**config.mk**
```make
export PLATFORM = sky130hd
export DESIGN_NAME = dma_rr_arbiter
export DESIGN_NICKNAME = d
export VERILOG_FILES = /design/src/source/dma_xfer_pkg.sv /design/src/source/dma_rr_arbiter.sv
export SDC_FILE = /design/constraint.sdc
export NUM_CORES = 1
export LEC_CHECK = 0
export BUFFER_PORTS_ARGS = -buffer_cell sky130_fd_sc_hd__buf_2
export CAP_MARGIN = 20
export CORE_AREA = 2 2 39 41
export DETAILED_ROUTE_END_ITERATION = 12
export DIE_AREA = 0 0 41 43
export SLEW_MARGIN = 20
export SYNTH_ARGS = -nofsm -noshare
export SYNTH_HDL_FRONTEND = slang
export SYNTH_SLANG_ARGS = --single-unit
```
**constraint.sdc**
```tcl
create_clock -name clk_i -period 1.4 [get_ports clk_i]
set_input_delay 0.21 -clock clk_i [delete_from_list [all_inputs] [get_ports clk_i]]
set_output_delay 0.21 -clock clk_i [all_outputs]
set_load 0.03 [all_outputs]
```
**src/source/dma_xfer_pkg.sv**
```systemverilog
// transfer and memory definitions used by the copy datapath, tracker and scratch memory
package dma_xfer_pkg;

    // number of PEs with their own register file
    localparam int unsigned NumPes     = 2;
    localparam int unsigned PeIdxWidth = $clog2(NumPes);

    // transfer ID width, upper bits of the 32-bit register read as zero
    localparam int unsigned IdWidth = 28;

    // scratch memory geometry in 32-bit words
    localparam int unsigned MemWords     = 256;
    localparam int unsigned MemAddrWidth = 8;

    // one copy job, addresses are byte addresses
    typedef struct packed {
        logic [31:0] src_addr;
        logic [31:0] dst_addr;
        logic [31:0] num_bytes;
    } xfer_descr_t;

    // word request towards the scratch memory
    typedef struct packed {
        logic                    we;
        logic [MemAddrWidth-1:0] addr;
        logic [31:0]             wdata;
    } mem_req_t;

endpackage

```
**src/source/dma_rr_arbiter.sv**
```systemverilog
// round-robin arbiter with a typed payload, serves both descriptor and memory requests
`timescale 1ns/100ps

module dma_rr_arbiter
    import dma_xfer_pkg::*;
#(
    parameter type payload_t = logic
) (
    input  logic                  clk_i,
    input  logic                  rst_ni,
    input  logic     [NumPes-1:0] req_i,
    input  payload_t [NumPes-1:0] payload_i,
    output logic     [NumPes-1:0] gnt_o,
    output payload_t              payload_o,
    output logic                  valid_o,
    input  logic                  ready_i
);

    // requester with the highest priority this cycle
    logic [PeIdxWidth-1:0] prio_q;
    logic [PeIdxWidth-1:0] prio_d;

    always_comb begin : pick
        int unsigned idx;
        logic        found;

        gnt_o     = '0;
        payload_o = payload_i[0];
        prio_d    = prio_q;
        found     = 1'b0;
        for (int unsigned i = 0; i < NumPes; i++) begin
            idx = prio_q + i;
            if (idx >= NumPes) begin
                idx = idx - NumPes;
            end
            if (!found && req_i[idx]) begin
                found     = 1'b1;
                payload_o = payload_i[idx];
                if (ready_i) begin
                    gnt_o[idx] = 1'b1;
                    // the one after the winner goes first next time
                    prio_d = (idx == NumPes - 1) ? '0 : PeIdxWidth'(idx + 1);
                end
            end
        end
    end

    assign valid_o = |req_i;

    always_ff @(posedge clk_i or negedge rst_ni) begin
        if (!rst_ni) begin
            prio_q <= '0;
        end else begin
            prio_q <= prio_d;
        end
    end

    a_gnt_onehot: assert property (@(posedge clk_i) disable iff (!rst_ni) $onehot0(gnt_o));

endmodule

```
==> run metrics <==
routability cong. 0.592; Yosys Warn Count 0; dpl hpwl 379 um; Compound-Gate Fraction of Synth Area 28.9%; Least-Margin Pin Slew 0.274 ns; layout filler cell count approximately 160; Yosys reg bits 1; vias in the first global route 197; final cell count without fillers 53; area share of and/or/nand/nor cells after synthesis 24.3%; final core utilization ~22%; CP required 1.19 ns; DR WL/cell 7.96 um; share of layout cells above drive strength 1 51.4%; Max Freq roughly 0.74 GHz; unrepaired setup endpoints after global routing true; main combinational cell family by area after synthesis compound AO/OA/AOI/OAI gates; Synth Area in XOR/XNOR 0%; syn_nets 33; Routed Antenna Nets 0; first-pass GRT wire length 676 um; register area share after synthesis a little over an eighth; Syn Inst Count 23; Leak 0.000153 uW; grt ovf 0; share of the synthesized area in the top cell type between 10% and 20%; CP Class reg2out; Synth area leader ha_1; routed vias 221; CP arrival 1.14 ns; worst skew pair latency 0 ns; outcome finished clean; TritonRoute pass-1 iters 5; initial core utilization 13.7%; post-synthesis mux area share 5.92%; Post-Place Setup Slack 0.00958 ns; largest net degree at the start of global routing 7; Tmin final about 1.4 ns; # IOs 11; Setup crit start kind flip-flop; GRT Util Overall 5.00%; Die Span X 41 um; Final WS setup 0.0497 ns; drt via density 4.17; synthesized area 190 um2; fin nets 49; Ant. Diodes 0; worst min-delay path class in2async; dpl cells 52; Crit Path Max Fanout 6; max-slew violation count 0; Iter 0 DRT Violations 8; Rows 14; Final Skew 0 ns; crit path capture type output pin; sequential cell area ~26 um2; commonest non-fill, non-tap cells in the layout buf_2, inv_1, buf_4; Core ar. 1380 um2; Unique masters post-synth 17; Final Cycle Share 96.5%; Max-Cap Viols 0; Layout area overhead 61.8%; Adder-Cell Fraction of Synth Area 19.7%; most common cell after layout, fill and taps aside buf_2; setup TNS 0 ns; Pwr Density between 1000 and 1500 nW/um2; # port buffers 10; Hold Vio Cnt, Final 0; Reg clk slew, reported paths 0 ns; postcts setup bufs 0; die area 1760 um2; Die Height 43 um; drt drc 0; maximum VDD drop 0.000161 V; Max transition margin 81.7%; antenna violations before repair 0; dominant cells by area after synthesis ha_1, dfrtp_1, inv_1, nand2b_1, mux2_2; syn_area_per_cell ~8.3 um2; Routed WL 422 um; # setup viols final 0; multi-input logic area 161 um2
==> final cells by class <==
cell class                      count  share of cell area [%]
Multi-Input combinational cell     18                    52.4
Timing Repair Buffer               14                    27.6
Sequential cell                     1                    8.54
Tap cell                           16                    6.50
Inverter                            4                    4.88
==> power breakdown <==
group	internal, uW	switching, uW	leakage (uW)	total, uW
registers	47.9	23.2	0.0000106	71.1
logic	178	170	0.000142	347
clock network	0	0	0	0
total	225	193	0.000153	418
==> critical path, cell delays in order (launching register included) <==
cell and delay [ns]:
dfrtp_2 0.42, ha_1 0.22, a22oi_1 0.22, o22ai_2 0.10, buf_2 0.18
==> routing by layer <==
metal	share of wire, %	vias to the layer above	track usage, %
li1	-	116	-
met1	47	99	6.67
met2	48	6	9.06
met3	4.7	0	0
met4	0	0	0
met5	0	-	0
==> what timing repair did <==
item	CTS	global route
hold endpoints to repair	1	0
hold buffers	1	0
gates resized for setup	0	4
endpoints found under the setup margin	0	3
==> cell usage after synthesis <==
library cell,instances
nor2_1,1
nand2b_1,2
a22oi_1,1
nand2b_2,1
nand4bb_1,1
nand2_1,1
o21ai_0,1
a222oi_1,1
o31ai_1,1
inv_1,4
a32o_1,1
ha_1,3
o22ai_1,1
or2_2,1
o21ai_2,1
mux2_2,1
dfrtp_1,1
==> worst paths after layout <==
path | cells past startpoint | slack (ns) | endpoint | from
setup / recovery | 4 | 0.05 | gnt_o[1] | flip-flop
hold / removal | 2 | 0.53 | async pin | rst_ni
setup reg to reg | 3 | 0.11 | flip-flop | flip-flop
hold reg to reg | 3 | 0.80 | flip-flop | flip-flop
max in group asynchronous | 2 | 0.77 | async pin | rst_ni
min in group clk_i | 3 | 0.59 | flip-flop | req_i[1]
==> metrics by stage <==
stage	cell area, um2	hold WS [ns]	power [uW]
3_5_place_dp	289	-0.0140	402
4_1_cts	299	0.533	405
2_1_floorplan	196	-0.0856	281
5_1_grt	308	0.554	455
3_3_place_gp	289	-0.0137	398
6_report	308	0.532	418
==> cell families (layout without fill, tap and decap cells) <==
logic type | after synthesis | in the layout
AOI/OAI and AO/OA | 7 | 7
and+or+nand+nor | 7 | 7
buffers and inverters | 4 | 18
adders and majority gates | 3 | 3
muxes | 1 | 1
DFF | 1 | 1
Power figures use the tool's default switching activity.
