==> config.mk <==
export PLATFORM = sky130hd
export DESIGN_NAME = dma_copy_engine
export DESIGN_NICKNAME = d
export VERILOG_FILES = /design/src/source/dma_xfer_pkg.sv /design/src/source/dma_copy_engine.sv
export SDC_FILE = /design/constraint.sdc
export NUM_CORES = 1
export LEC_CHECK = 0
export BUFFER_PORTS_ARGS = -buffer_cell sky130_fd_sc_hd__buf_4
export CORE_MARGIN = 2
export CORE_UTILIZATION = 46
export DETAILED_ROUTE_END_ITERATION = 7
export PLACE_DENSITY = 0.77
export SLEW_MARGIN = 10
export SYNTH_ARGS = -nofsm -noshare
export SYNTH_HDL_FRONTEND = slang
export SYNTH_SLANG_ARGS = --single-unit
==> constraint.sdc <==
create_clock -name clk_i -period 3.65 [get_ports clk_i]
set_input_delay 0.5475 -clock clk_i [delete_from_list [all_inputs] [get_ports clk_i]]
set_output_delay 0.5475 -clock clk_i [all_outputs]
set_load 0.02 [all_outputs]
==> src/source/dma_xfer_pkg.sv <==
// transfer and memory definitions used by the copy datapath, tracker and scratch memory
package dma_xfer_pkg;

    // number of PEs with their own register file
    localparam int unsigned NumPes     = 2;
    localparam int unsigned PeIdxWidth = $clog2(NumPes);

    // transfer ID width, upper bits of the 32-bit register read as zero
    localparam int unsigned IdWidth = 28;

    // scratch memory geometry in 32-bit words
    localparam int unsigned MemWords     = 256;
    localparam int unsigned MemAddrWidth = 8;

    // one copy job, addresses are byte addresses
    typedef struct packed {
        logic [31:0] src_addr;
        logic [31:0] dst_addr;
        logic [31:0] num_bytes;
    } xfer_descr_t;

    // word request towards the scratch memory
    typedef struct packed {
        logic                    we;
        logic [MemAddrWidth-1:0] addr;
        logic [31:0]             wdata;
    } mem_req_t;

endpackage

==> src/source/dma_copy_engine.sv <==
// copy backend, moves one descriptor's words through the memory arbiter by read then write
`timescale 1ns/100ps

module dma_copy_engine
    import dma_xfer_pkg::*;
(
    input  logic        clk_i,
    input  logic        rst_ni,
    input  logic        descr_valid_i,
    input  xfer_descr_t descr_i,
    output logic        ready_o,
    output logic        busy_o,
    output logic        done_o,
    output logic        mem_req_o,
    output mem_req_t    mem_payload_o,
    input  logic        mem_gnt_i,
    input  logic        mem_rvalid_i,
    input  logic [31:0] mem_rdata_i
);

    typedef enum logic [1:0] {
        StIdle,
        StRead,
        StWait,
        StWrite
    } state_e;

    state_e                  state_q;
    state_e                  state_d;
    logic [MemAddrWidth-1:0] src_q;
    logic [MemAddrWidth-1:0] src_d;
    logic [MemAddrWidth-1:0] dst_q;
    logic [MemAddrWidth-1:0] dst_d;
    logic [29:0]             words_q;
    logic [29:0]             words_d;
    logic [31:0]             data_q;
    logic                    done_q;
    logic                    done_d;

    always_comb begin
        state_d             = state_q;
        src_d               = src_q;
        dst_d               = dst_q;
        words_d             = words_q;
        done_d              = 1'b0;
        mem_req_o           = 1'b0;
        mem_payload_o.we    = 1'b0;
        mem_payload_o.addr  = src_q;
        mem_payload_o.wdata = data_q;

        case (state_q)
            StIdle: begin
                // byte addresses to word addresses, low two bits dropped
                if (descr_valid_i) begin
                    src_d   = descr_i.src_addr[MemAddrWidth+1:2];
                    dst_d   = descr_i.dst_addr[MemAddrWidth+1:2];
                    words_d = descr_i.num_bytes[31:2];
                    state_d = StRead;
                end
            end
            StRead: begin
                mem_req_o = 1'b1;
                if (mem_gnt_i) begin
                    state_d = StWait;
                end
            end
            StWait: begin
                // fixed one-cycle latency, this beat is our own read
                if (mem_rvalid_i) begin
                    state_d = StWrite;
                end
            end
            StWrite: begin
                mem_req_o          = 1'b1;
                mem_payload_o.we   = 1'b1;
                mem_payload_o.addr = dst_q;
                if (mem_gnt_i) begin
                    src_d   = src_q + 1'b1;
                    dst_d   = dst_q + 1'b1;
                    words_d = words_q - 1'b1;
                    if (words_q <= 30'd1) begin
                        state_d = StIdle;
                        done_d  = 1'b1;
                    end else begin
                        state_d = StRead;
                    end
                end
            end
            default: begin
                state_d = StIdle;
            end
        endcase
    end

    always_ff @(posedge clk_i or negedge rst_ni) begin
        if (!rst_ni) begin
            state_q <= StIdle;
            src_q   <= '0;
            dst_q   <= '0;
            words_q <= '0;
            done_q  <= 1'b0;
        end else begin
            state_q <= state_d;
            src_q   <= src_d;
            dst_q   <= dst_d;
            words_q <= words_d;
            done_q  <= done_d;
        end
    end

    // word in flight between read and write
    always_ff @(posedge clk_i) begin
        if (state_q == StWait && mem_rvalid_i) begin
            data_q <= mem_rdata_i;
        end
    end

    assign ready_o = (state_q == StIdle);
    assign busy_o  = (state_q != StIdle);
    // done pulses in the first idle cycle, together with busy falling
    assign done_o  = done_q;

endmodule

==> impl_summary.md <==
Run status
The flow ran to the end, and the final reports show no timing, DRC or antenna violations.

Clock tree
The clock insertion delay at the later pin of the skew report is between 300 and 400 ps. The post-CTS repair timing setup buffer count is 0. The clock tree from TritonCTS is yes. Counting the buffers created by CTS gives 9. The clock passes through at most 2 buffers.

After clock tree synthesis, the repair step resized 0 gates. The number of hold buffers added after CTS was 0. The H-tree was split into 3 levels. The clock root buffer is sky130_fd_sc_hd__clkbuf_8.

Clock-pin slew was measured on the worst setup and hold paths at about 90 ps. The total clock sinks is 81.

Yosys
The commonest cells after synthesis are 49 x sky130_fd_sc_hd__dfrtp_1, 36 x sky130_fd_sc_hd__a21oi_1, 32 x sky130_fd_sc_hd__edfxtp_1, 28 x sky130_fd_sc_hd__o22ai_1, 25 x sky130_fd_sc_hd__o21ai_0. The biggest area contributor in the post-synthesis netlist is sky130_fd_sc_hd__dfrtp_1. Synthesis handed over a netlist of 433 instances. The synthesized netlist occupies a cell area of 4415 um^2. The synthesized netlist net count is about 570.

The sequential element share of the synthesized area is 0.4953. The per-instance average area after synthesis is between 10 and 15 um^2. The warning count from the yosys run is 0.

Counting flops with a built-in enable in the synthesized netlist gives 32. sky130_fd_sc_hd__dfrtp_1 is the most common cell in the netlist. Of the post-synthesis cell area, the dominant cell type holds 0.2777. Counting flops and latches in the post-synthesis netlist gives 81. The flip-flop cell with the highest count after synthesis is sky130_fd_sc_hd__dfrtp_1.

By area the synthesized netlist is led by sky130_fd_sc_hd__dfrtp_1 28%, sky130_fd_sc_hd__edfxtp_1 22%, sky130_fd_sc_hd__a21oi_1 4.1%, sky130_fd_sc_hd__o22ai_1 4.0%, sky130_fd_sc_hd__mux2i_1 3.4%. The fraction of registers with async set/reset is 0.6049. The number of different library cells in the post-synthesis netlist is between 50 and 60.

Critical path
The startpoint identified for the worst register-to-register timing path is state_q[1]. The capturing point of the worst reg2reg path is words_q[24]. The flop-to-flop setup slack is approximately 950 ps. The critical path class is flip-flop to output port. The count of cells along the worst register-to-register path is 6. The type of element launching the critical path is a flip-flop. Data on the critical path is required at its endpoint by 3100 ps.

The data arrival time at the worst-slack endpoint is roughly 2500 ps. Along the worst path, the maximum fanout reaches 68. The worst setup path is captured at an output port.

Pwr
For this design the ratio of total power to cell area is approximately 850 nW/um^2. VDD sags by at most between 500 and 600 uV. The internal power is 2.779 mW.

The share of total power dissipated in combinational logic is 0.479. Of the total power, the clock network draws 0.165. In this run the power spent charging and discharging nets is 2.067 mW. Summing internal, switching and leakage power gives around 4.8 mW.

Of the total power, the share spent switching nets is 0.4265. The part of the total power dissipated in sequential elements is 0.356. For this design the static power due to leakage is between 2 and 2.5 nW.

STA
For the pin with the worst max-slew slack, the measured transition is roughly 800 ps. The share of the cycle needed by the critical path after routing is 0.8422. Across the routed clock network, the largest skew measured is 8.532 ps. The final-report max-slew violation count is 0. Setup repair after global routing left no endpoint under its margin. The achievable clock frequency is around 330 MHz. Measured against its own limit, the worst slew margin works out to 0.4626. The final setup violation count is 0. The final count of hold timing violations is 0.

The routed design could run at a clock period as short as 3074 ps. The total negative slack for setup checks is 0 ps. In the post-route analysis, the smallest setup slack over all paths is ~580 ps.

GRT
The wire length of the first global-routing pass is around 18000 um. The via count of the first global-routing pass is about 3800. The total routing resource utilization after global routing is 0.2261. The leftover overflow at the end of global routing is 0. The initial antenna violation count is 0.

Entering global routing, the biggest net connects 69 pins.

Floorplan
In this run the count of I/O pins placed on the die edge is between 150 and 200. The region available for standard cell placement spans 9284 um^2. The die covers 10400 um^2. The row count is 35. The width of the die is just over 100 um. The height of the die is 102.0 um. The effective utilization at floorplan is 0.4756.

Drt
The count of nets left with antenna violations once routing finished came out at 0. Wires add up to roughly 12000 um. The first routing iteration left ~340 violations. The via total after detailed routing is a little over 4000. In the final routed layout, each cell accounts on average for about 17 um. Dividing the detail-routed via count by the number of cells gives around 6.0. Before antenna repair, the detailed router went through 5 iterations. After detailed routing, the number of remaining DRC violations is 0.

Finish
At the end of the flow the core is filled with cells to 0.6144. The final standard cell area without fillers is 5704 um^2. The repair_antennas step left the layout with diodes totalling 0.

Of the cells placed in the final design, the portion with a size suffix greater than 1 is 0.3243. The growth of design area from synthesis to finish is 29.19%. The final layout net count is around 690.

Worst hold path
The path class of the lowest-slack min-delay path is input pin to async pin.

Placement
The number of buffers added on ports is between 100 and 150. The global placer's final weighted congestion is 0.8364. Summed over all nets, the half-perimeter wirelength after detailed placement is 7973 um. The pre-CTS worst setup slack is roughly 990 ps. After detailed placement, the total cell area comes to approximately 5500 um^2.

Flow run
The tool flagged a number of max-cap violations equal to 0.
per-layer routing:
| layer | GRT usage | part of all wire | up-vias |
|---|---|---|---|
| met1 | 0.3019 | 0.43 | 1980 |
| met4 | 0.08821 | 0.016 | 0 |
| met2 | 0.3704 | 0.48 | 182 |
| met5 | 0 | 0 | - |
| li1 | - | - | 1934 |
| met3 | 0.03762 | 0.075 | 18 |
area by class of cell:
class	instances	area (um^2)
Multi-Input combinational cell	305	2038
Inverter	13	48.80
Tap cell	129	161.4
Sequential cell	81	2187
Timing Repair Buffer	137	1028
Fill cell	779	3580
Clock inverter	6	112.6
Clock buffer	10	127.6
flip-flops by register name (all words and copies together), names as in the netlist:
signal and count:
done_o 1, words_q 30, data_q 32, dst_q 8
state_q 2, src_q 8
worst max-delay path: stages, from the launching register on:
cell                      delay (ps)
sky130_fd_sc_hd__dfrtp_1         430
sky130_fd_sc_hd__ha_2            460
sky130_fd_sc_hd__buf_4           640
sky130_fd_sc_hd__mux2_2          430
sky130_fd_sc_hd__buf_4           160
worst max-delay path by stage:
| stage | startpoint | endpoint | slack, ps | cells past startpoint |
|---|---|---|---|---|
| after floorplan | state_q[1] | mem_payload_o[35] | 1090 | 5 |
| final | state_q[1] | mem_payload_o[38] | 580 | 4 |
| after CTS | state_q[1] | mem_payload_o[38] | 600 | 4 |
| after global placement | state_q[1] | words_q[24] | 1050 | 6 |
| after detailed placement | state_q[1] | mem_payload_o[38] | 990 | 4 |
| after global routing | state_q[1] | mem_payload_o[38] | 470 | 4 |
power by group through the flow:
stage / logic, mW / registers (mW) / clock network (mW)
finish: 2.32 / 1.72 / 0.800
global route: 2.57 / 1.79 / 0.853
CTS: 2.33 / 1.71 / 0.823
detailed placement: 2.31 / 1.73 / 0
global placement: 2.24 / 1.70 / 0
floorplan: 1.64 / 1.68 / 0
through the flow:
| stage | hold slack, ps | cells |
|---|---|---|
| 2_1_floorplan | 251.9 | 433 |
| 5_1_grt | 266.3 | 681 |
| 6_report | 218.4 | 681 |
| 4_1_cts | 245.1 | 681 |
| 3_5_place_dp | 532.0 | 665 |
| 3_3_place_gp | 521.5 | 665 |
layout by cell type (no fill, tap or decap), types with 5 or more instances in the layout:
master                     synthesis  routed
sky130_fd_sc_hd__and3_1            6       6
sky130_fd_sc_hd__or3_1             6       6
sky130_fd_sc_hd__dfrtp_1          49      49
sky130_fd_sc_hd__o311ai_0          5       5
sky130_fd_sc_hd__clkbuf_8          0       9
sky130_fd_sc_hd__o211ai_1          5       5
sky130_fd_sc_hd__o22ai_1          28      28
sky130_fd_sc_hd__ha_1              8       7
sky130_fd_sc_hd__inv_1            13      13
sky130_fd_sc_hd__a21oi_1          36      36
sky130_fd_sc_hd__nor3_1           11      11
sky130_fd_sc_hd__or2_2             6       6
sky130_fd_sc_hd__nand4_1          17      17
sky130_fd_sc_hd__mux2i_1          15      15
sky130_fd_sc_hd__nor2_1            9       8
sky130_fd_sc_hd__nor4b_1           9       9
sky130_fd_sc_hd__edfxtp_1         32      32
sky130_fd_sc_hd__mux2_2           10      10
sky130_fd_sc_hd__buf_4             0     137
sky130_fd_sc_hd__nor2b_1           5       5
sky130_fd_sc_hd__nor4_1           11      11
sky130_fd_sc_hd__nand4b_1          8       8
sky130_fd_sc_hd__o21ai_0          25      25
sky130_fd_sc_hd__or4_1            13      13
sky130_fd_sc_hd__nand3_1          19      19
sky130_fd_sc_hd__nand2_1          18      18
kinds of logic after synthesis:
logic type / count (synthesis) / share of synthesized area
mux: 25 / 0.05951
flops: 81 / 0.4953
simple gates: 154 / 0.2137
fa+ha+maj: 8 / 0.02267
compound gates: 118 / 0.1646
buf+inv: 47 / 0.04421
No activity file was read; power rests on OpenSTA's default activity.
