### src/source/dma_xfer_pkg.sv
// transfer and memory definitions used by the copy datapath, tracker and scratch memory
package dma_xfer_pkg;

    // number of PEs with their own register file
    localparam int unsigned NumPes     = 2;
    localparam int unsigned PeIdxWidth = $clog2(NumPes);

    // transfer ID width, upper bits of the 32-bit register read as zero
    localparam int unsigned IdWidth = 28;

    // scratch memory geometry in 32-bit words
    localparam int unsigned MemWords     = 256;
    localparam int unsigned MemAddrWidth = 8;

    // one copy job, addresses are byte addresses
    typedef struct packed {
        logic [31:0] src_addr;
        logic [31:0] dst_addr;
        logic [31:0] num_bytes;
    } xfer_descr_t;

    // word request towards the scratch memory
    typedef struct packed {
        logic                    we;
        logic [MemAddrWidth-1:0] addr;
        logic [31:0]             wdata;
    } mem_req_t;

endpackage

### src/source/dma_id_tracker.sv
// hands out transfer IDs on launch and counts completed transfers for the done-ID register
`timescale 1ns/100ps

module dma_id_tracker
    import dma_xfer_pkg::*;
(
    input  logic               clk_i,
    input  logic               rst_ni,
    input  logic               launch_i,
    input  logic               done_i,
    output logic [IdWidth-1:0] next_id_o,
    output logic [IdWidth-1:0] done_id_o
);

    logic [IdWidth-1:0] next_id_q;
    logic [IdWidth-1:0] done_id_q;
    logic [IdWidth-1:0] last_id;

    // both counters wrap at the ID width
    always_ff @(posedge clk_i or negedge rst_ni) begin
        if (!rst_ni) begin
            next_id_q <= IdWidth'(1);
            done_id_q <= '0;
        end else begin
            if (launch_i) begin
                next_id_q <= next_id_q + 1'b1;
            end
            if (done_i) begin
                done_id_q <= done_id_q + 1'b1;
            end
        end
    end

    assign next_id_o = next_id_q;
    assign done_id_o = done_id_q;
    assign last_id   = next_id_q - 1'b1;

    // a completion needs an issued transfer that is still open
    a_done_not_past_issued: assert property (
        @(posedge clk_i) disable iff (!rst_ni)
        done_i |-> (done_id_q != last_id)
    );

endmodule

### config.mk
export PLATFORM = sky130hd
export DESIGN_NAME = dma_id_tracker
export DESIGN_NICKNAME = d
export VERILOG_FILES = /design/src/source/dma_xfer_pkg.sv /design/src/source/dma_id_tracker.sv
export SDC_FILE = /design/constraint.sdc
export NUM_CORES = 1
export LEC_CHECK = 0
export ABC_AREA = 1
export BUFFER_PORTS_ARGS = -buffer_cell sky130_fd_sc_hd__buf_2
export CORE_MARGIN = 2
export CORE_UTILIZATION = 50
export CTS_CLUSTER_SIZE = 14
export DETAILED_ROUTE_END_ITERATION = 8
export GPL_TIMING_DRIVEN = 0
export PLACE_DENSITY = 0.77
export SLEW_MARGIN = 20
export SYNTH_ARGS = -nofsm -noshare
export SYNTH_HDL_FRONTEND = slang
export SYNTH_SLANG_ARGS = --single-unit
### constraint.sdc
create_clock -name clk_i -period 1.5 [get_ports clk_i]
set_input_delay 0.15 -clock clk_i [delete_from_list [all_inputs] [get_ports clk_i]]
set_output_delay 0.15 -clock clk_i [all_outputs]
set_load 0.01 [all_outputs]
==> summary.md, run 1 <==
| Metric | Value |
|---|---|
| Outcome | `finished, violations left` |
| Violations in the final reports | `setup timing` |
| Vias after detailed routing | `roughly 2600` |
| Vias in the first global route | `roughly 2500` |
| Worst r2r src | `done_id_o[1]` |
| Setup slack after layout | `-0.01172 ns` |
| Hold crit path type | `in2reg` |
| Measured slew at the worst slew-check pin | `0.7157 ns` |
| Top cell type's share of synthesized area | `46.14%` |
| Pin count of the biggest net entering global routing | `57` |
| Num ports | `60` |
| Synth Instances | `363` |
| Seq/Total Area, Yosys | `47.02%` |
| FFs w/ async S/R, synth | `100.0%` |
| EDFF count, synth | `0` |
| Rel. slew slack | `52.28%` |
| Filler Cells Inserted | `488` |
| Period minus WS final | `roughly 1.5 ns` |
| GR Util All Layers | `21.03%` |
| Mean Syn Cell Area | `8.217 sq um` |
| Commonest non-fill, non-tap cell in the layout | `nand2_1` |
| Syn. warnings | `0` |
| CTS tree | `yes` |
| Die span in x | `around 81 um` |
| Hold_sp | `launch_i` |
| CTS sink count | `56` |
| Worst-path clk slew | `0.10 ns` |
| # H-tree levels | `2` |
| Most frequent cells in the layout | `nand2_1, buf_2, dfrtp_1, inv_1, nor2_1` |
| Port Buffers | `58` |
| Core Area | `0.005851 sq mm` |
| CP startpoint | `done_id_o[1]` |
| Worst IR drop on VDD | `0.0009663 V` |
| Fin. Hold Viols | `0` |
| Cell type with the largest total area after synthesis | `dfrtp_1` |
| Power per standard cell area | `about 1100 mW/mm^2` |
| Total Power | `4.008 mW` |
| Wirelength, routed | `6665 um` |
| Pre-CTS setup slack | `-0.09404 ns` |
| Initial DRC count | `99` |
| Final HPWL DP | `4718 um` |
| Fraction of layout cells with a size suffix above 1 | `30.20%` |
| CP max FO | `5` |
| Syn nets | `369` |
| Worst Path Required | `between 1.5 and 2 ns` |
| Antenna viol nets, final | `0` |
| P&R area growth vs syn | `26.93%` |
| Max Cap Viol | `0` |
| Antenna violations before repair | `0` |
| Root Buffer | `clkbuf_8` |
| Fmax | `661.5 MHz` |
| First-pass GRT wire length | `approximately 11000 um` |
| Largest cells by area after synthesis | `dfrtp_1, nand2_1, inv_1` |
| Clk_skew | `between 0.005 and 0.006 ns` |
| Worst setup path class | `reg2reg` |
| Final-report max-slew violation count | `0` |
| Avg WL per Cell | `12.77 um` |
| Crit. End Element | `register` |
| Area of the mapped netlist | `0.002983 sq mm` |
| Fin crit share | `100.8%` |
| Layout Nets | `452` |
| Crit start category | `register` |
| Netlist cell types | `26` |
| Gp weighted congestion | `0.8786` |
| RSZ-0062 raised after global routing | `true` |
| Clk_lat worst skew | `0.31 ns` |
| Setup TNS | `-0.01933 ns` |
| Setup Viol. Count Final | `3` |
| Worst path arrival time | `1.72 ns` |
| Via density | `about 5` |
| DRT Pass-1 Iters | `4` |
| Drt drc | `0` |
| Clk buf depth | `2` |
| Initial Util | `between 50% and 60%` |
| Synth Flop Type | `dfrtp_1` |
| CTS Buf Count | `5` |
| Die Height | `81.24 um` |
| Die ar. | `0.006600 sq mm` |
| Yosys reg bits | `56` |
| Grt ovf | `0` |
| Number of diodes | `0` |
| Pleak | `1.989 nW` |
| Rows | `28` |
[metrics by stage]
stage          hold slack [ns]  util, %  instances  area, sq um
2_1_floorplan          -0.1456        -        363         3008
3_3_place_gp            0.3941    57.98        496         3392
3_5_place_dp            0.2503    58.02        496         3395
4_1_cts                0.08059    61.16        513         3578
5_1_grt                 0.1040    64.71        522         3786
6_report               0.09948    64.71        522         3786
[state kept, by name, summed over array words and instances (netlist names)]
name,flops
next_id_o,28
done_id_o,28
[kinds of logic (layout without fill, tap and decap cells)]
kind of cell               Yosys count  in the layout  share of synthesized area, %
buffers and inverters               50            134                         6.418
AOI/OAI and AO/OA                    7              7                         1.468
adders and majority gates            2              2                        0.8388
xor gates and xnor gates            34             34                         10.24
and+or+nand+nor                    214            214                         34.02
DFF                                 56             56                         47.02
[power breakdown]
group / switching (mW) / internal, mW
sequential: 0.282 / 1.72
combinational: 0.631 / 0.514
clock: 0.487 / 0.377
[worst max-delay path: stages (launching register included)]
cell and delay [ns]:
dfrtp_1 0.45, ha_2 0.25, nand3_4 0.10, nor2_4 0.15
nand3_4 0.12, nor2_8 0.18, nand2_2 0.06, nand2_1 0.05
nand2_1 0.05
[metal layers]
metal / global-route usage, % / vias to the layer above / share of wire [%]
met5: 0 / - / 0
met4: 7.966 / 0 / 1.9
met3: 3.667 / 15 / 4.9
met2: 38.02 / 85 / 51
met1: 24.80 / 1249 / 42
li1: - / 1295 / -
[cell usage after synthesis (2+ instances only)]
master,n
nand4_1,11
nand3_1,23
nor2_2,6
nand3b_1,8
xor2_1,20
inv_1,47
nor2_1,38
inv_2,2
nand3_2,5
dfrtp_1,55
nor3_1,7
nand2_1,108
xnor2_1,13
ha_1,2
o21ai_0,3
nor2_4,5
[cell type report]
cell class,count,area [sq um],area share [%]
inverters,49,183.9,4.858
flip-flops and latches,56,1404,37.08
repair buffers,76,434.2,11.47
clock inverters,1,7.507,0.1983
well taps,75,93.84,2.479
multi-input cells,257,1569,41.44
clock buffers,7,86.33,2.280
plain buffers,1,7.507,0.1983
[path summary, 6_finish.rpt]
check                           cells past startpoint            end  slack, ns
worst max-delay path                                8  done_id_o[20]      -0.01
worst min-delay path                                2   next_id_o[0]        0.1
worst max register to register                      8  done_id_o[20]      -0.01
worst min register to register                      2  next_id_o[27]       0.50
max in group asynchronous                           2  done_id_o[16]       0.58
min in group asynchronous                           2   done_id_o[5]       0.41
[what timing repair did]
item,CTS,global route
resized for setup,4,37
hold buffers,1,0
buffers inserted,8,9
pin swaps,3,15
hold endpoints to repair,55,0
endpoints found under the setup margin,13,30
No activity file was read; power rests on OpenSTA's default activity.
==> inputs of run 2 (changes only) <==
Settings changed: CORE_UTILIZATION 50 to 55, PLACE_DENSITY 0.77 to 0.8.
Clock period 1.5 ns to 1.6 ns, I/O delays scaled along.
==> summary.md, run 2 (synthesis gave the netlist of run 1 again) <==
| Metric | Value |
|---|---|
| GR Util All Layers | `20.97%` |
| Filler Cells Inserted | `410` |
| Worst r2r src | `next_id_o[0]` |
| Die span in x | `about 78 um` |
| Root Buffer | `clkbuf_8` |
| Crit start category | `register` |
| Gp weighted congestion | `0.8450` |
| Initial DRC count | `95` |
| Commonest non-fill, non-tap cell in the layout | `nand2_1` |
| Via density | `~5.0` |
| Worst-path clk slew | `0.09 ns` |
| Fin crit share | `between 90 and 100%` |
| Clk_skew | `about 0.0056 ns` |
| Grt ovf | `0` |
| Rows | `26` |
| Antenna viol nets, final | `0` |
| Pin count of the biggest net entering global routing | `57` |
| Port Buffers | `58` |
| Setup Viol. Count Final | `0` |
| Worst setup path class | `reg2reg` |
| Post-Layout Cell Count | `between 500 and 600` |
| Avg WL per Cell | `12.22 um` |
| Drt drc | `0` |
| Worst path arrival time | `1.74 ns` |
| CTS sink count | `56` |
| Power per standard cell area | `roughly 1000 mW/mm^2` |
| Register area | `~0.0014 sq mm` |
| CP startpoint | `next_id_o[0]` |
| Most frequent cells in the layout | `nand2_1, buf_2, dfrtp_1, inv_1, nor2_1` |
| Period minus WS final | `1.534 ns` |
| Hold crit path type | `in2reg` |
| CTS Buf Count | `5` |
| Layout Nets | `444` |
| DRT Pass-1 Iters | `4` |
| CTS tree | `yes` |
| Total Power | `around 3.7 mW` |
| Fraction of layout cells with a size suffix above 1 | `23.46%` |
| Die ar. | `approximately 0.006 sq mm` |
| Cells after DPL | `around 500` |
| Hold_sp | `launch_i` |
| RSZ-0062 raised after global routing | `true` |
| Measured slew at the worst slew-check pin | `between 0.7 and 0.8 ns` |
| CP max FO | `4` |
| Final HPWL DP | `4511 um` |
| Rel. slew slack | `between 50% and 60%` |
| # H-tree levels | `2` |
| Crit. End Element | `register` |
| Die Height | `77.65 um` |
| P&R area growth vs syn | `20.97%` |
| Fmax | `between 600 and 700 MHz` |
| Pleak | `~1.9 nW` |
| Num ports | `60` |
| Initial Util | `around 58%` |
| Fin. Hold Viols | `0` |
| Clk buf depth | `2` |
| Wirelength, routed | `6222 um` |
| Core Area | `0.005172 sq mm` |
| Vias after detailed routing | `2536` |
| Max Cap Viol | `0` |
| Multi-input logic area | `0.001466 sq mm` |
| Final-report max-slew violation count | `0` |
| Vias in the first global route | `2359` |
| Worst Path Required | `1.81 ns` |
| Antenna violations before repair | `0` |
| Outcome | `finished clean` |
| Worst IR drop on VDD | `0.0009600 V` |
| First-pass GRT wire length | `10330 um` |
| Number of diodes | `0` |
| Clk_lat worst skew | `0.31 ns` |
run 2: area by class of cell:
| class | count | share of cell area [%] |
|---|---|---|
| inverters | 49 | 5.097 |
| flip-flops and latches | 56 | 38.87 |
| clock buffers | 8 | 2.497 |
| well taps | 70 | 2.427 |
| repair buffers | 68 | 10.26 |
| multi-input cells | 257 | 40.64 |
| plain buffers | 1 | 0.2080 |
run 2: report_power, final:
group / switching (mW) / total [mW] / internal (mW)
Clock: 0.451 / 0.806 / 0.355
Combinational: 0.533 / 0.988 / 0.455
Sequential: 0.266 / 1.88 / 1.61
Total: 1.25 / 3.67 / 2.42
run 2: per-layer routing:
| layer | routed length [um] | track usage [%] |
|---|---|---|
| met1 | 2756 | 26.93 |
| met2 | 3174 | 36.64 |
| met4 | 34 | 4.464 |
| met3 | 256 | 4.186 |
| met5 | 0 | 0 |
run 2: path summary, 6_finish.rpt:
| check | endpoint | slack [ns] | cells past startpoint |
|---|---|---|---|
| worst max-delay path | next_id_o[24] | 0.07 | 8 |
| worst min register to register | next_id_o[27] | 0.49 | 2 |
| min in group asynchronous | done_id_o[1] | 0.42 | 2 |
| worst min-delay path | next_id_o[0] | 0.10 | 2 |
| worst max register to register | next_id_o[24] | 0.07 | 8 |
| max in group asynchronous | next_id_o[22] | 0.70 | 2 |
run 2: repair_timing:
action                                 CTS  global route
setup endpoints to repair                5            13
buffers inserted                         1             8
hold buffers                             1             0
pin swaps                                1             6
endpoints found under the hold margin   55             0
gates resized for setup                  5            10
run 2: worst max-delay path, stage by stage, from the launching register on:
cell	delay, ns
dfstp_2	0.59
ha_4	0.17
nand3_4	0.07
nor2_4	0.16
nand3_4	0.12
nor2_4	0.16
nand2_1	0.06
nand2_1	0.05
nand2_1	0.04
run 2: through the flow:
stage	util [%]	hold slack, ns	worst slack (ns)	setup TNS (ns)	cell area, sq um
final	69.76	0.1005	0.06615	0	3608
after global routing	69.76	0.1195	-0.03721	-0.1140	3608
after CTS	67.63	0.07964	0.03715	0	3498
after detailed placement	65.02	0.2607	-0.1046	-0.2244	3363
after global placement	64.97	0.4009	-0.06097	-0.08426	3361
after floorplan	-	-0.1356	0.03345	0	2983
