### src/source/dma_xfer_pkg.sv
// transfer and memory definitions used by the copy datapath, tracker and scratch memory
package dma_xfer_pkg;

    // number of PEs with their own register file
    localparam int unsigned NumPes     = 2;
    localparam int unsigned PeIdxWidth = $clog2(NumPes);

    // transfer ID width, upper bits of the 32-bit register read as zero
    localparam int unsigned IdWidth = 28;

    // scratch memory geometry in 32-bit words
    localparam int unsigned MemWords     = 256;
    localparam int unsigned MemAddrWidth = 8;

    // one copy job, addresses are byte addresses
    typedef struct packed {
        logic [31:0] src_addr;
        logic [31:0] dst_addr;
        logic [31:0] num_bytes;
    } xfer_descr_t;

    // word request towards the scratch memory
    typedef struct packed {
        logic                    we;
        logic [MemAddrWidth-1:0] addr;
        logic [31:0]             wdata;
    } mem_req_t;

endpackage

### src/source/dma_reg_pkg.sv
// control bus definitions shared by the per-PE register files and the cluster top level
package dma_reg_pkg;

    // byte offsets inside one PE's register window
    localparam logic [7:0] RegSrcAddr  = 8'h00;
    localparam logic [7:0] RegDstAddr  = 8'h08;
    localparam logic [7:0] RegNumBytes = 8'h10;
    localparam logic [7:0] RegStatus   = 8'h18;
    localparam logic [7:0] RegNextId   = 8'h20;
    localparam logic [7:0] RegDoneId   = 8'h28;

    // busy flag position in the status register
    localparam int unsigned StatusBusyBit = 16;

    // request from a PE, rd high means read
    typedef struct packed {
        logic        req;
        logic        rd;
        logic [3:0]  be;
        logic [31:0] addr;
        logic [31:0] wdata;
    } ctrl_req_t;

    // gnt is same cycle, valid and rdata come one cycle later
    typedef struct packed {
        logic        gnt;
        logic        valid;
        logic [31:0] rdata;
    } ctrl_rsp_t;

endpackage
### src/source/dma_frontend_regs.sv
// per-PE register file, decodes control accesses and hands descriptors to the copy engine
`timescale 1ns/100ps

module dma_frontend_regs
    import dma_reg_pkg::*;
    import dma_xfer_pkg::*;
(
    input  logic               clk_i,
    input  logic               rst_ni,
    input  ctrl_req_t          ctrl_req_i,
    output ctrl_rsp_t          ctrl_rsp_o,
    input  logic [IdWidth-1:0] next_id_i,
    input  logic [IdWidth-1:0] done_id_i,
    input  logic               launch_ready_i,
    output logic               launch_valid_o,
    input  logic               busy_i,
    output xfer_descr_t        descr_o
);

    logic [7:0]  reg_addr;
    logic        is_write;
    logic        is_read;
    logic [31:0] cur_val;
    logic [31:0] wr_val;
    logic        gnt;
    logic [31:0] rdata_d;
    logic [31:0] rdata_q;
    logic        valid_q;
    xfer_descr_t descr_d;
    xfer_descr_t descr_q;

    // only the low byte selects a register
    assign reg_addr = ctrl_req_i.addr[7:0];
    assign is_write = ctrl_req_i.req & ~ctrl_req_i.rd;
    assign is_read  = ctrl_req_i.req & ctrl_req_i.rd;

    // old contents of the addressed descriptor register
    always_comb begin
        case (reg_addr)
            RegSrcAddr:  cur_val = descr_q.src_addr;
            RegDstAddr:  cur_val = descr_q.dst_addr;
            RegNumBytes: cur_val = descr_q.num_bytes;
            default:     cur_val = '0;
        endcase
    end

    // per-byte merge, disabled lanes keep the old value
    always_comb begin
        for (int i = 0; i < 4; i++) begin
            wr_val[8*i +: 8] = ctrl_req_i.be[i] ? ctrl_req_i.wdata[8*i +: 8] : cur_val[8*i +: 8];
        end
    end

    always_comb begin
        gnt            = 1'b0;
        rdata_d        = '0;
        launch_valid_o = 1'b0;
        descr_d        = descr_q;

        if (ctrl_req_i.req) begin
            gnt = 1'b1;
            case (reg_addr)
                RegSrcAddr: begin
                    rdata_d = descr_q.src_addr;
                    if (is_write) begin
                        descr_d.src_addr = wr_val;
                    end
                end
                RegDstAddr: begin
                    rdata_d = descr_q.dst_addr;
                    if (is_write) begin
                        descr_d.dst_addr = wr_val;
                    end
                end
                RegNumBytes: begin
                    rdata_d = descr_q.num_bytes;
                    if (is_write) begin
                        descr_d.num_bytes = wr_val;
                    end
                end
                RegStatus: begin
                    rdata_d[StatusBusyBit] = busy_i;
                end
                RegNextId: begin
                    // empty descriptor answers 0 right away and launches nothing
                    if (is_read && descr_q.num_bytes != '0) begin
                        launch_valid_o = 1'b1;
                        gnt            = launch_ready_i;
                        rdata_d        = {{(32-IdWidth){1'b0}}, next_id_i};
                    end
                end
                RegDoneId: begin
                    rdata_d = {{(32-IdWidth){1'b0}}, done_id_i};
                end
                default: begin
                    rdata_d = '0;
                end
            endcase
        end
    end

    always_ff @(posedge clk_i or negedge rst_ni) begin
        if (!rst_ni) begin
            descr_q <= '0;
            valid_q <= 1'b0;
        end else begin
            descr_q <= descr_d;
            valid_q <= ctrl_req_i.req & gnt;
        end
    end

    // read data lags the grant by one cycle
    always_ff @(posedge clk_i) begin
        rdata_q <= rdata_d;
    end

    assign ctrl_rsp_o.gnt   = gnt;
    assign ctrl_rsp_o.valid = valid_q;
    assign ctrl_rsp_o.rdata = rdata_q;
    assign descr_o          = descr_q;

    // a stalled request stays on the bus unchanged until it is granted
    a_req_held_until_gnt: assert property (
        @(posedge clk_i) disable iff (!rst_ni)
        ctrl_req_i.req && !ctrl_rsp_o.gnt |=>
            ctrl_req_i.req && $stable(ctrl_req_i.addr) && $stable(ctrl_req_i.rd)
    );

endmodule

### config.mk
export PLATFORM = sky130hd
export DESIGN_NAME = dma_frontend_regs
export DESIGN_NICKNAME = d
export VERILOG_FILES = /design/src/source/dma_xfer_pkg.sv /design/src/source/dma_reg_pkg.sv /design/src/source/dma_frontend_regs.sv
export SDC_FILE = /design/constraint.sdc
export NUM_CORES = 1
export LEC_CHECK = 0
export BUFFER_PORTS_ARGS = -buffer_cell sky130_fd_sc_hd__buf_2
export CORE_AREA = 2 2 118 120
export CTS_BUF_LIST = sky130_fd_sc_hd__clkbuf_2 sky130_fd_sc_hd__clkbuf_4 sky130_fd_sc_hd__clkbuf_8
export CTS_CLUSTER_DIAMETER = 100
export DETAILED_ROUTE_END_ITERATION = 16
export DIE_AREA = 0 0 120 122
export PLACE_DENSITY = 0.81
export SLEW_MARGIN = 40
export SYNTH_ARGS = -nofsm -noshare
export SYNTH_HDL_FRONTEND = slang
export SYNTH_SLANG_ARGS = --single-unit
### constraint.sdc
create_clock -name clk_i -period 2.65 [get_ports clk_i]
set_input_delay 0.265 -clock clk_i [delete_from_list [all_inputs] [get_ports clk_i]]
set_output_delay 0.265 -clock clk_i [all_outputs]
set_load 0.1 [all_outputs]
==> results_dict.tcl, run 1 <==
set metrics [dict create \
    status "finished, final reports clean" \
    slew-limit-headroom_pct 55.4 \
    synth_cells 551 \
    io_buffer_count 236 \
    diodes 0 \
    grt_pass1_wl_um 33700 \
    wl_met1_um 8560 \
    power_frac_clock_pct 39.0 \
    route.detailed.drc 0 \
    fin_crit_ns 2.53 \
    rsz0062_at_grt "no" \
    core_um2 13500 \
    synth_most_common_cell "dfrtp_1" \
    path_max_fanout 7 \
    ant_nets 0 \
    synth_top_family_by_area "compound AO/OA/AOI/OAI gates" \
    drv_slew 0 \
    worstHoldPathType "primary input to flop" \
    ys_seq_area_share_pct 47.0 \
    grtUsageTotal_pct 29.8 \
    std_cell_rows 43 \
    syn_nets 681 \
    dpl.cell_count 942 \
    power_frac_comb_pct 13.3 \
    synth_area_per_cell_um2 11.8 \
    drive_above_1_share_pct 48.1 \
    skew_ns 0.0133 \
    synth_compound_area_share_pct 21.0 \
    setup_viol 0 \
    wl_met2_um 10700 \
    cts_num_sinks 129 \
    multi_input_area_um2 3330 \
    routedWlPerCell_um 22.4 \
    yosys-top-cells-area "dfrtp_1 (37%), mux2_2 (11%), dfxtp_1 (9.8%)" \
    stdcell_count 980 \
    dieArea_um2 14600 \
    ys_ff_latch 129 \
    ys_types 37 \
    dr.max_layer_used "met5" \
    synth-xor-area-share_pct 0.134 \
    internal_power_mw 3.04 \
    synthToLayoutAreaGrowth_pct 31.0 \
    switching_power_mw 1.17 \
    path_cells "nor4_2 -> nand4_1 -> o2111a_2 -> buf_4 -> buf_4 -> buf_12" \
    async_flop_share_pct 75.2 \
    fmax_ghz 0.395 \
    tns_ns 0 \
    clk_pin_slew_ns 0.07 \
    n_fill_cell 1071 \
    clock_path_buffers 2 \
    critPathCaptureType "output pin" \
    seq_area_um2 3070 \
    powerDensity_nw_per_um2 492 \
    start_kind "flop" \
    leakagePower_nw 4.08 \
    seqPwrFrac_pct 47.7 \
    arrival_ns 2.27 \
    dp_hpwl_um 15200 \
    fp.dieH_um 122 \
    fp.dieW_um 120 \
    dr_total_vias 6373 \
    wl_um 22000 \
    grt_start_max_net_pins 58 \
    drtIter0Drc 615 \
    grt_pass1_vias 6170 \
    cts-buffers-inserted 17 \
    vias_per_cell 6.50 \
    synth-adder-area-share_pct 0 \
    final_nets 917 \
    dr_wl_met3_um 1940 \
    synth_ff_type "dfrtp_1" \
    slowest_stage "dfrtp_1" \
    postLayoutCoreUtil_pct 63.3 \
    worstMarginPinSlew_ns 0.667 \
    synth_simple_gate_area_share_pct 11.6 \
    synth_common_cells "dfrtp_1 (97), nand3b_1 (68), mux2_2 (64)" \
    start_util_pct 48.3 \
    cts_root_buf "clkbuf_8" \
    period_share_pct 95.6 \
    p_sw_share_pct 27.9 \
    maxCapViolCount 0 \
    synth_edf_count 0 \
    synth_top_area_share_pct 37.2 \
    antenna_found_initial 2 \
    yosysTopAreaCell "dfrtp_1" \
    htreeDepth 4 \
    clock_latency_ns 0.45 \
    worst_path_largest_cell_delay_ns 0.42 \
    grt-ovfl-total 0 \
    synthMuxAreaShare_pct 16.6 \
    ir_drop_mv 0.323 \
    synth_area_um2 6530 \
    gp_congestion 0.900 \
    path_class "flop to output pin" \
    hold_viol_final 0 \
    tritoncts "yes" \
    ys_warn_count 0 \
    dr.pass1.iters 5 \
    crit_top_cell "buf_4" \
    cp.required_ns 2.38 \
    pin_count 261 \
]
## worst paths after layout
path / slack [ns] / startpoint / cells past startpoint / endpoint
min in group asynchronous: 0.35 / rst_ni / 2 / descr_o[91]$_DFFE_PN0P_
min reg2reg: 0.54 / descr_o[40]$_DFFE_PN0P_ / 1 / descr_o[40]$_DFFE_PN0P_
min: 0.02 / next_id_i[9] / 2 / rdata_q[9]$_SDFF_PN0_
max in group asynchronous: 1.66 / rst_ni / 3 / valid_q$_DFF_PN0_
max: 0.12 / descr_o[5]$_DFFE_PN0P_ / 6 / launch_valid_o
max reg2reg: 0.60 / descr_o[5]$_DFFE_PN0P_ / 7 / rdata_q[23]$_SDFF_PN0_
## cells by family (layout without fill, tap and decap cells)
logic type,after synthesis,count (layout)
AOI/OAI and AO/OA,159,159
xor gates and xnor gates,1,1
buffers and inverters,58,307
DFF,129,129
muxes,96,96
and+or+nand+nor,108,108
## what timing repair did
action	4_1_cts	5_1_grt
hold endpoints to repair	60	0
buffers inserted	0	1
hold buffers	5	0
pin swaps	0	2
gates resized for setup	7	5
endpoints found under the setup margin	1	1
## power by group through the flow
| stage | logic [mW] | clock network (mW) | registers [mW] |
|---|---|---|---|
| 2_1_floorplan | 0.169 | 0 | 2.20 |
| 3_3_place_gp | 0.527 | 0 | 2.04 |
| 3_5_place_dp | 0.543 | 0 | 2.05 |
| 4_1_cts | 0.552 | 1.66 | 2.01 |
| 5_1_grt | 0.587 | 1.76 | 2.01 |
| 6_report | 0.560 | 1.64 | 2.01 |
## registers in the layout, summed over array words and instances, names as in the netlist
signal / flops
valid_q: 1
rdata_q: 32
descr_o: 96
## stage by stage
stage	total power [mW]	cell area, um^2	hold slack, ns	setup slack (ns)
floorplan	2.37	6530	-0.0306	0.176
global placement	2.57	8010	0.370	0.300
detailed placement	2.59	8030	0.383	0.272
CTS	4.22	8500	0.000228	0.0233
global route	4.35	8550	0.00333	0.0153
finish	4.21	8550	0.0230	0.116
## cell type report
cell class	count	area share [%]
Tap cell	180	2.63
Sequential cell	129	35.9
Multi-Input combinational cell	364	39.0
Clock buffer	26	3.82
Timing Repair Buffer	274	18.0
Inverter	1	0.0439
Clock inverter	6	0.644
## routing by layer
| metal | global-route usage, % | up-vias |
|---|---|---|
| li1 | - | 2730 |
| met1 | 37.0 | 3138 |
| met2 | 49.2 | 428 |
| met3 | 6.98 | 75 |
| met4 | 14.3 | 2 |
| met5 | 0 | - |
## critical path, delay by kind of cell, from the launching register on
family / cells / cell delay (ns)
buffers and inverters: 3 / 0.50
AOI/OAI and AO/OA: 1 / 0.34
and+or+nand+nor: 2 / 0.55
DFF: 1 / 0.42
## placed cells by master (no fill, tap or decap), types with 2 or more instances in the layout
cell type	n
o2bb2ai_1	27
a222oi_1	2
clkbuf_8	21
a31oi_2	4
mux2_1	32
nor4_2	5
nand4_1	2
a221o_1	32
nand3b_1	68
buf_2	233
nor2_1	4
nand2_1	15
nor4_4	4
dfxtp_1	32
mux2_2	64
buf_12	4
clkinv_2	5
clkbuf_4	5
dlygate4sd3_1	5
buf_4	31
a211oi_1	27
dfrtp_1	97
a221oi_1	27
a2111oi_0	32
a21oi_1	4
Power figures use the tool's default switching activity.
==> inputs of run 2 (changes only) <==
SETUP_SLACK_MARGIN = 0.15   (was not set)
SLEW_MARGIN = not set   (was 40)
==> results_dict.tcl, run 2 (synthesized netlist as in run 1, its figures left out) <==
set metrics [dict create \
    path_cells "nor4_4 -> nand4_1 -> o2111a_2 -> a21boi_2 -> buf_4 -> buf_12" \
    wl_um 22300 \
    maxCapViolCount 0 \
    final_common_cell "buf_2" \
    std_cell_rows 43 \
    largest_reg_flops 96 \
    slew-limit-headroom_pct 24.5 \
    n_fill_cell 1094 \
    cts_root_buf "clkbuf_8" \
    ant_nets 0 \
    synthToLayoutAreaGrowth_pct 31.6 \
    fp.dieH_um 122 \
    power_mw 4.09 \
    routedWlPerCell_um 22.6 \
    clock_path_buffers 2 \
    htreeDepth 4 \
    dp_hpwl_um 15200 \
    pin_count 261 \
    start_kind "flop" \
    worst_path_largest_cell_delay_ns 0.43 \
    critPathCaptureType "output pin" \
    hold_viol_final 0 \
    dr_total_vias 6383 \
    cp.required_ns 2.38 \
    dieArea_um2 14600 \
    start_util_pct 48.3 \
    layout_common_cells "buf_2 (233), dfrtp_1 (94), nand3b_1 (68), mux2_2 (64), buf_4 (38)" \
    rsz0062_at_grt "yes" \
    leakagePower_nw 4.11 \
    grt-ovfl-total 0 \
    fmax_ghz 0.400 \
    cts_num_sinks 129 \
    clk_pin_slew_ns 0.07 \
    tns_ns 0 \
    core_um2 13500 \
    slowest_stage "dfrtp_2" \
    antenna_found_initial 2 \
    io_buffer_count 236 \
    vias_per_cell 6.45 \
    skew_ns 0.0148 \
    dr.pass1.iters 5 \
    fp.dieW_um 120 \
    period_share_pct 94.3 \
    drive_above_1_share_pct 48.4 \
    grtUsageTotal_pct 30.3 \
    drtIter0Drc 642 \
    worstHoldPathType "primary input to flop" \
    tritoncts "yes" \
    path_class "flop to output pin" \
    clock_latency_ns 0.45 \
    arrival_ns 2.23 \
    fin_area_um2 8590 \
    fin_crit_ns 2.50 \
    whs_ns 0.0241 \
    status "finished, final reports clean" \
    cts-buffers-inserted 17 \
    path_max_fanout 4 \
    worstMarginPinSlew_ns 1.13 \
    ir_drop_mv 0.317 \
    grt_pass1_vias 6260 \
    setup_viol 0 \
    route.detailed.drc 0 \
    gp_congestion 0.900 \
    final_nets 925 \
    grt_pass1_wl_um 34200 \
    powerDensity_nw_per_um2 477 \
    dpl_cell_area_um2 8010 \
    drv_slew 0 \
    grt_start_max_net_pins 58 \
]
==> run 2: cell types whose count changed in the layout (fill, tap and decap cells not counted), sizes merged <==
cell,change
clkinv,+2
clkbuf,-1
bufinv,-1
buf,+6
diode,+1
dlygate4sd3,+2
==> run 2: where the power goes <==
group	leakage [nW]	switching, mW	internal, mW	total (mW)
clock network	0.197	0.742	0.776	1.52
registers	1.60	0.0262	1.98	2.01
logic	2.32	0.393	0.172	0.565
==> run 2: routing by layer <==
layer,routed length (um),track usage (%)
met1,8620,37.7
met2,11000,49.8
met3,2050,6.65
met4,668,15.2
met5,13,0
==> run 2: area by class of cell <==
type	count	area (um^2)	share of cell area, %
flip-flops and latches	129	3070	35.8
well taps	180	225	2.62
clock buffers	25	319	3.71
multi-input cells	364	3330	38.8
clock inverters	7	35.0	0.408
diodes	1	2.50	0.0291
inverters	1	3.75	0.0437
repair buffers	282	1600	18.6
==> run 2: per-stage QoR <==
stage	utilization [%]	setup slack [ns]	std cells
after detailed placement	59.3	0.287	942
after global routing	63.6	0.0677	989
after floorplan	-	0.176	551
after global placement	59.3	0.300	942
final	63.6	0.151	989
after CTS	63.2	0.151	986
==> run 2: timing repair <==
item                                    in CTS  in global routing
resized for setup                           13                  5
endpoints found under the hold margin       62                  0
endpoints found under the setup margin       2                  2
hold buffers                                 7                  0
pin swaps                                    6                  4
buffers inserted                             5                  2
==> run 2: critical path, delay by kind of cell (launching register included) <==
| family | cells | cell delay [ns] |
|---|---|---|
| AO/OA/AOI/OAI | 2 | 0.52 |
| buffers and inverters | 2 | 0.29 |
| AND/OR/NAND/NOR | 2 | 0.55 |
| flip-flops | 1 | 0.43 |
==> run 2: final timing paths <==
| check | slack (ns) | start | depth (start not counted) | end |
|---|---|---|---|---|
| worst max-delay path | 0.15 | descr_o[22]$_DFFE_PN0P_ | 6 | ctrl_rsp_o[33] |
| worst max register to register | 0.67 | descr_o[22]$_DFFE_PN0P_ | 6 | rdata_q[23]$_SDFF_PN0_ |
| worst min-delay path | 0.02 | next_id_i[9] | 2 | rdata_q[9]$_SDFF_PN0_ |
| worst min register to register | 0.54 | descr_o[39]$_DFFE_PN0P_ | 1 | descr_o[39]$_DFFE_PN0P_ |
| max in group asynchronous | 1.50 | rst_ni | 3 | valid_q$_DFF_PN0_ |
| min in group asynchronous | 0.43 | rst_ni | 2 | descr_o[0]$_DFFE_PN0P_ |
==> inputs of run 3 (changes only) <==
MAX_ROUTING_LAYER = met4   (was not set)
==> results_dict.tcl, run 3 (synthesized netlist as in run 1, its figures left out) <==
set metrics [dict create \
    status "finished, final reports clean" \
    min_from "next_id_i[1]" \
    path_cells "nor4_4 -> nand4_1 -> o2111a_2 -> a21boi_2 -> buf_4 -> buf_12" \
    io_buffer_count 236 \
    start_kind "flop" \
    worstMarginPinSlew_ns 1.10 \
    fp.dieH_um 122 \
    powerDensity_nw_per_um2 476 \
    route.detailed.drc 0 \
    maxCapViolCount 0 \
    dp_hpwl_um 15200 \
    antenna_found_initial 2 \
    grt_pass1_wl_um 34200 \
    arrival_ns 2.26 \
    n_fill_cell 1093 \
    dr.pass1.iters 6 \
    hold_viol_final 0 \
    dpl_cell_area_um2 8010 \
    setup_viol 0 \
    slowest_stage "dfrtp_2" \
    worst_path_largest_cell_delay_ns 0.43 \
    postLayoutCoreUtil_pct 63.6 \
    rsz0062_at_grt "yes" \
    grtUsageTotal_pct 31.1 \
    drv_slew 0 \
    tritoncts "yes" \
    ir_drop_mv 0.315 \
    tns_ns 0 \
    vias_per_cell 6.46 \
    dr_total_vias 6391 \
    clock_path_buffers 2 \
    reg2reg_setup_slack_ns 0.64 \
    final_common_cell "buf_2" \
    largest_reg_flops 96 \
    worstHoldPathType "primary input to flop" \
    hold_path_end "rdata_q[1]$_SDFF_PN0_" \
    drive_above_1_share_pct 48.4 \
    core_um2 13500 \
    r2r_cells 6 \
    cts-buffers-inserted 17 \
    fin_crit_ns 2.53 \
    drtIter0Drc 661 \
    path_class "flop to output pin" \
    critPathCaptureType "output pin" \
    leakagePower_nw 4.11 \
    wl_um 22300 \
    slew-limit-headroom_pct 26.0 \
    final_nets 925 \
    synthToLayoutAreaGrowth_pct 31.6 \
    fmax_ghz 0.395 \
    path_max_fanout 4 \
    skew_ns 0.0125 \
    pin_count 261 \
    routedWlPerCell_um 22.5 \
    start_util_pct 48.3 \
    gp_congestion 0.915 \
    dieArea_um2 14600 \
    cts_num_sinks 129 \
    fp.dieW_um 120 \
    r2r_end "rdata_q[23]$_SDFF_PN0_" \
    grt_start_max_net_pins 58 \
    cts_root_buf "clkbuf_8" \
    clk_pin_slew_ns 0.08 \
    ant_nets 0 \
    grt_pass1_vias 6251 \
    min_path_cells 2 \
    grt-ovfl-total 0 \
    cp.required_ns 2.38 \
    std_cell_rows 43 \
    period_share_pct 95.5 \
    power_mw 4.09 \
    htreeDepth 4 \
    rr_startpoint "descr_o[22]$_DFFE_PN0P_" \
    clock_latency_ns 0.45 \
    fin_area_um2 8590 \
    layout_common_cells "buf_2 (233), dfrtp_1 (94), nand3b_1 (68), mux2_2 (64), buf_4 (38)" \
]
-- run 3: changes by cell type in the layout (fill, tap and decap cells not counted) --
cell | previous run | this run
diode_2 | 1 | 2
-- run 3: through the flow --
stage / setup slack (ns) / instances / hold slack [ns]
global route: 0.0641 / 990 / 0.0108
global placement: 0.300 / 942 / 0.370
CTS: 0.151 / 986 / 0.000838
detailed placement: 0.287 / 942 / 0.385
floorplan: 0.176 / 551 / -0.0306
finish: 0.120 / 990 / 0.0226
-- run 3: worst max path at each step --
stage,from,end,slack (ns),cells past startpoint
after floorplan,descr_o[15]$_DFFE_PN0P_,ctrl_rsp_o[33],0.18,6
after global placement,ctrl_req_i[34],ctrl_rsp_o[33],0.30,7
after detailed placement,ctrl_req_i[34],ctrl_rsp_o[33],0.29,7
after CTS,descr_o[24]$_DFFE_PN0P_,ctrl_rsp_o[33],0.15,6
after global routing,descr_o[13]$_DFFE_PN0P_,ctrl_rsp_o[33],0.06,6
final,descr_o[22]$_DFFE_PN0P_,ctrl_rsp_o[33],0.12,6
-- run 3: repair_timing --
action,4_1_cts,5_1_grt
gates resized for setup,13,5
hold endpoints to repair,62,0
hold buffers,7,0
buffers inserted,5,2
endpoints found under the setup margin,2,2
pin swaps,6,4
-- run 3: where the power goes --
part	leakage [nW]	switching (mW)	internal (mW)
sequential	1.60	0.0262	1.98
clock	0.197	0.742	0.776
combinational	2.32	0.393	0.172
-- run 3: final cells by class --
type	count	area [um^2]	share of cell area (%)
Antenna cell	2	5.00	0.0582
Clock buffer	25	319	3.71
Clock inverter	7	35.0	0.408
Inverter	1	3.75	0.0437
Multi-Input combinational cell	364	3330	38.8
Sequential cell	129	3070	35.8
Tap cell	180	225	2.62
Timing Repair Buffer	282	1600	18.6
-- run 3: worst max-delay path: cells and delay by family (launching register included) --
family	cells	cell delay (ns)
AO/OA/AOI/OAI	2	0.52
buffers and inverters	2	0.30
flip-flops	1	0.43
AND/OR/NAND/NOR	2	0.57
-- run 3: routing by layer --
metal	track usage [%]	wire length [um]	vias up
li1	-	-	2744
met4	15.4	777	0
met2	49.5	10900	435
met5	-	0	-
met1	38.1	8710	3138
met3	6.13	1930	74
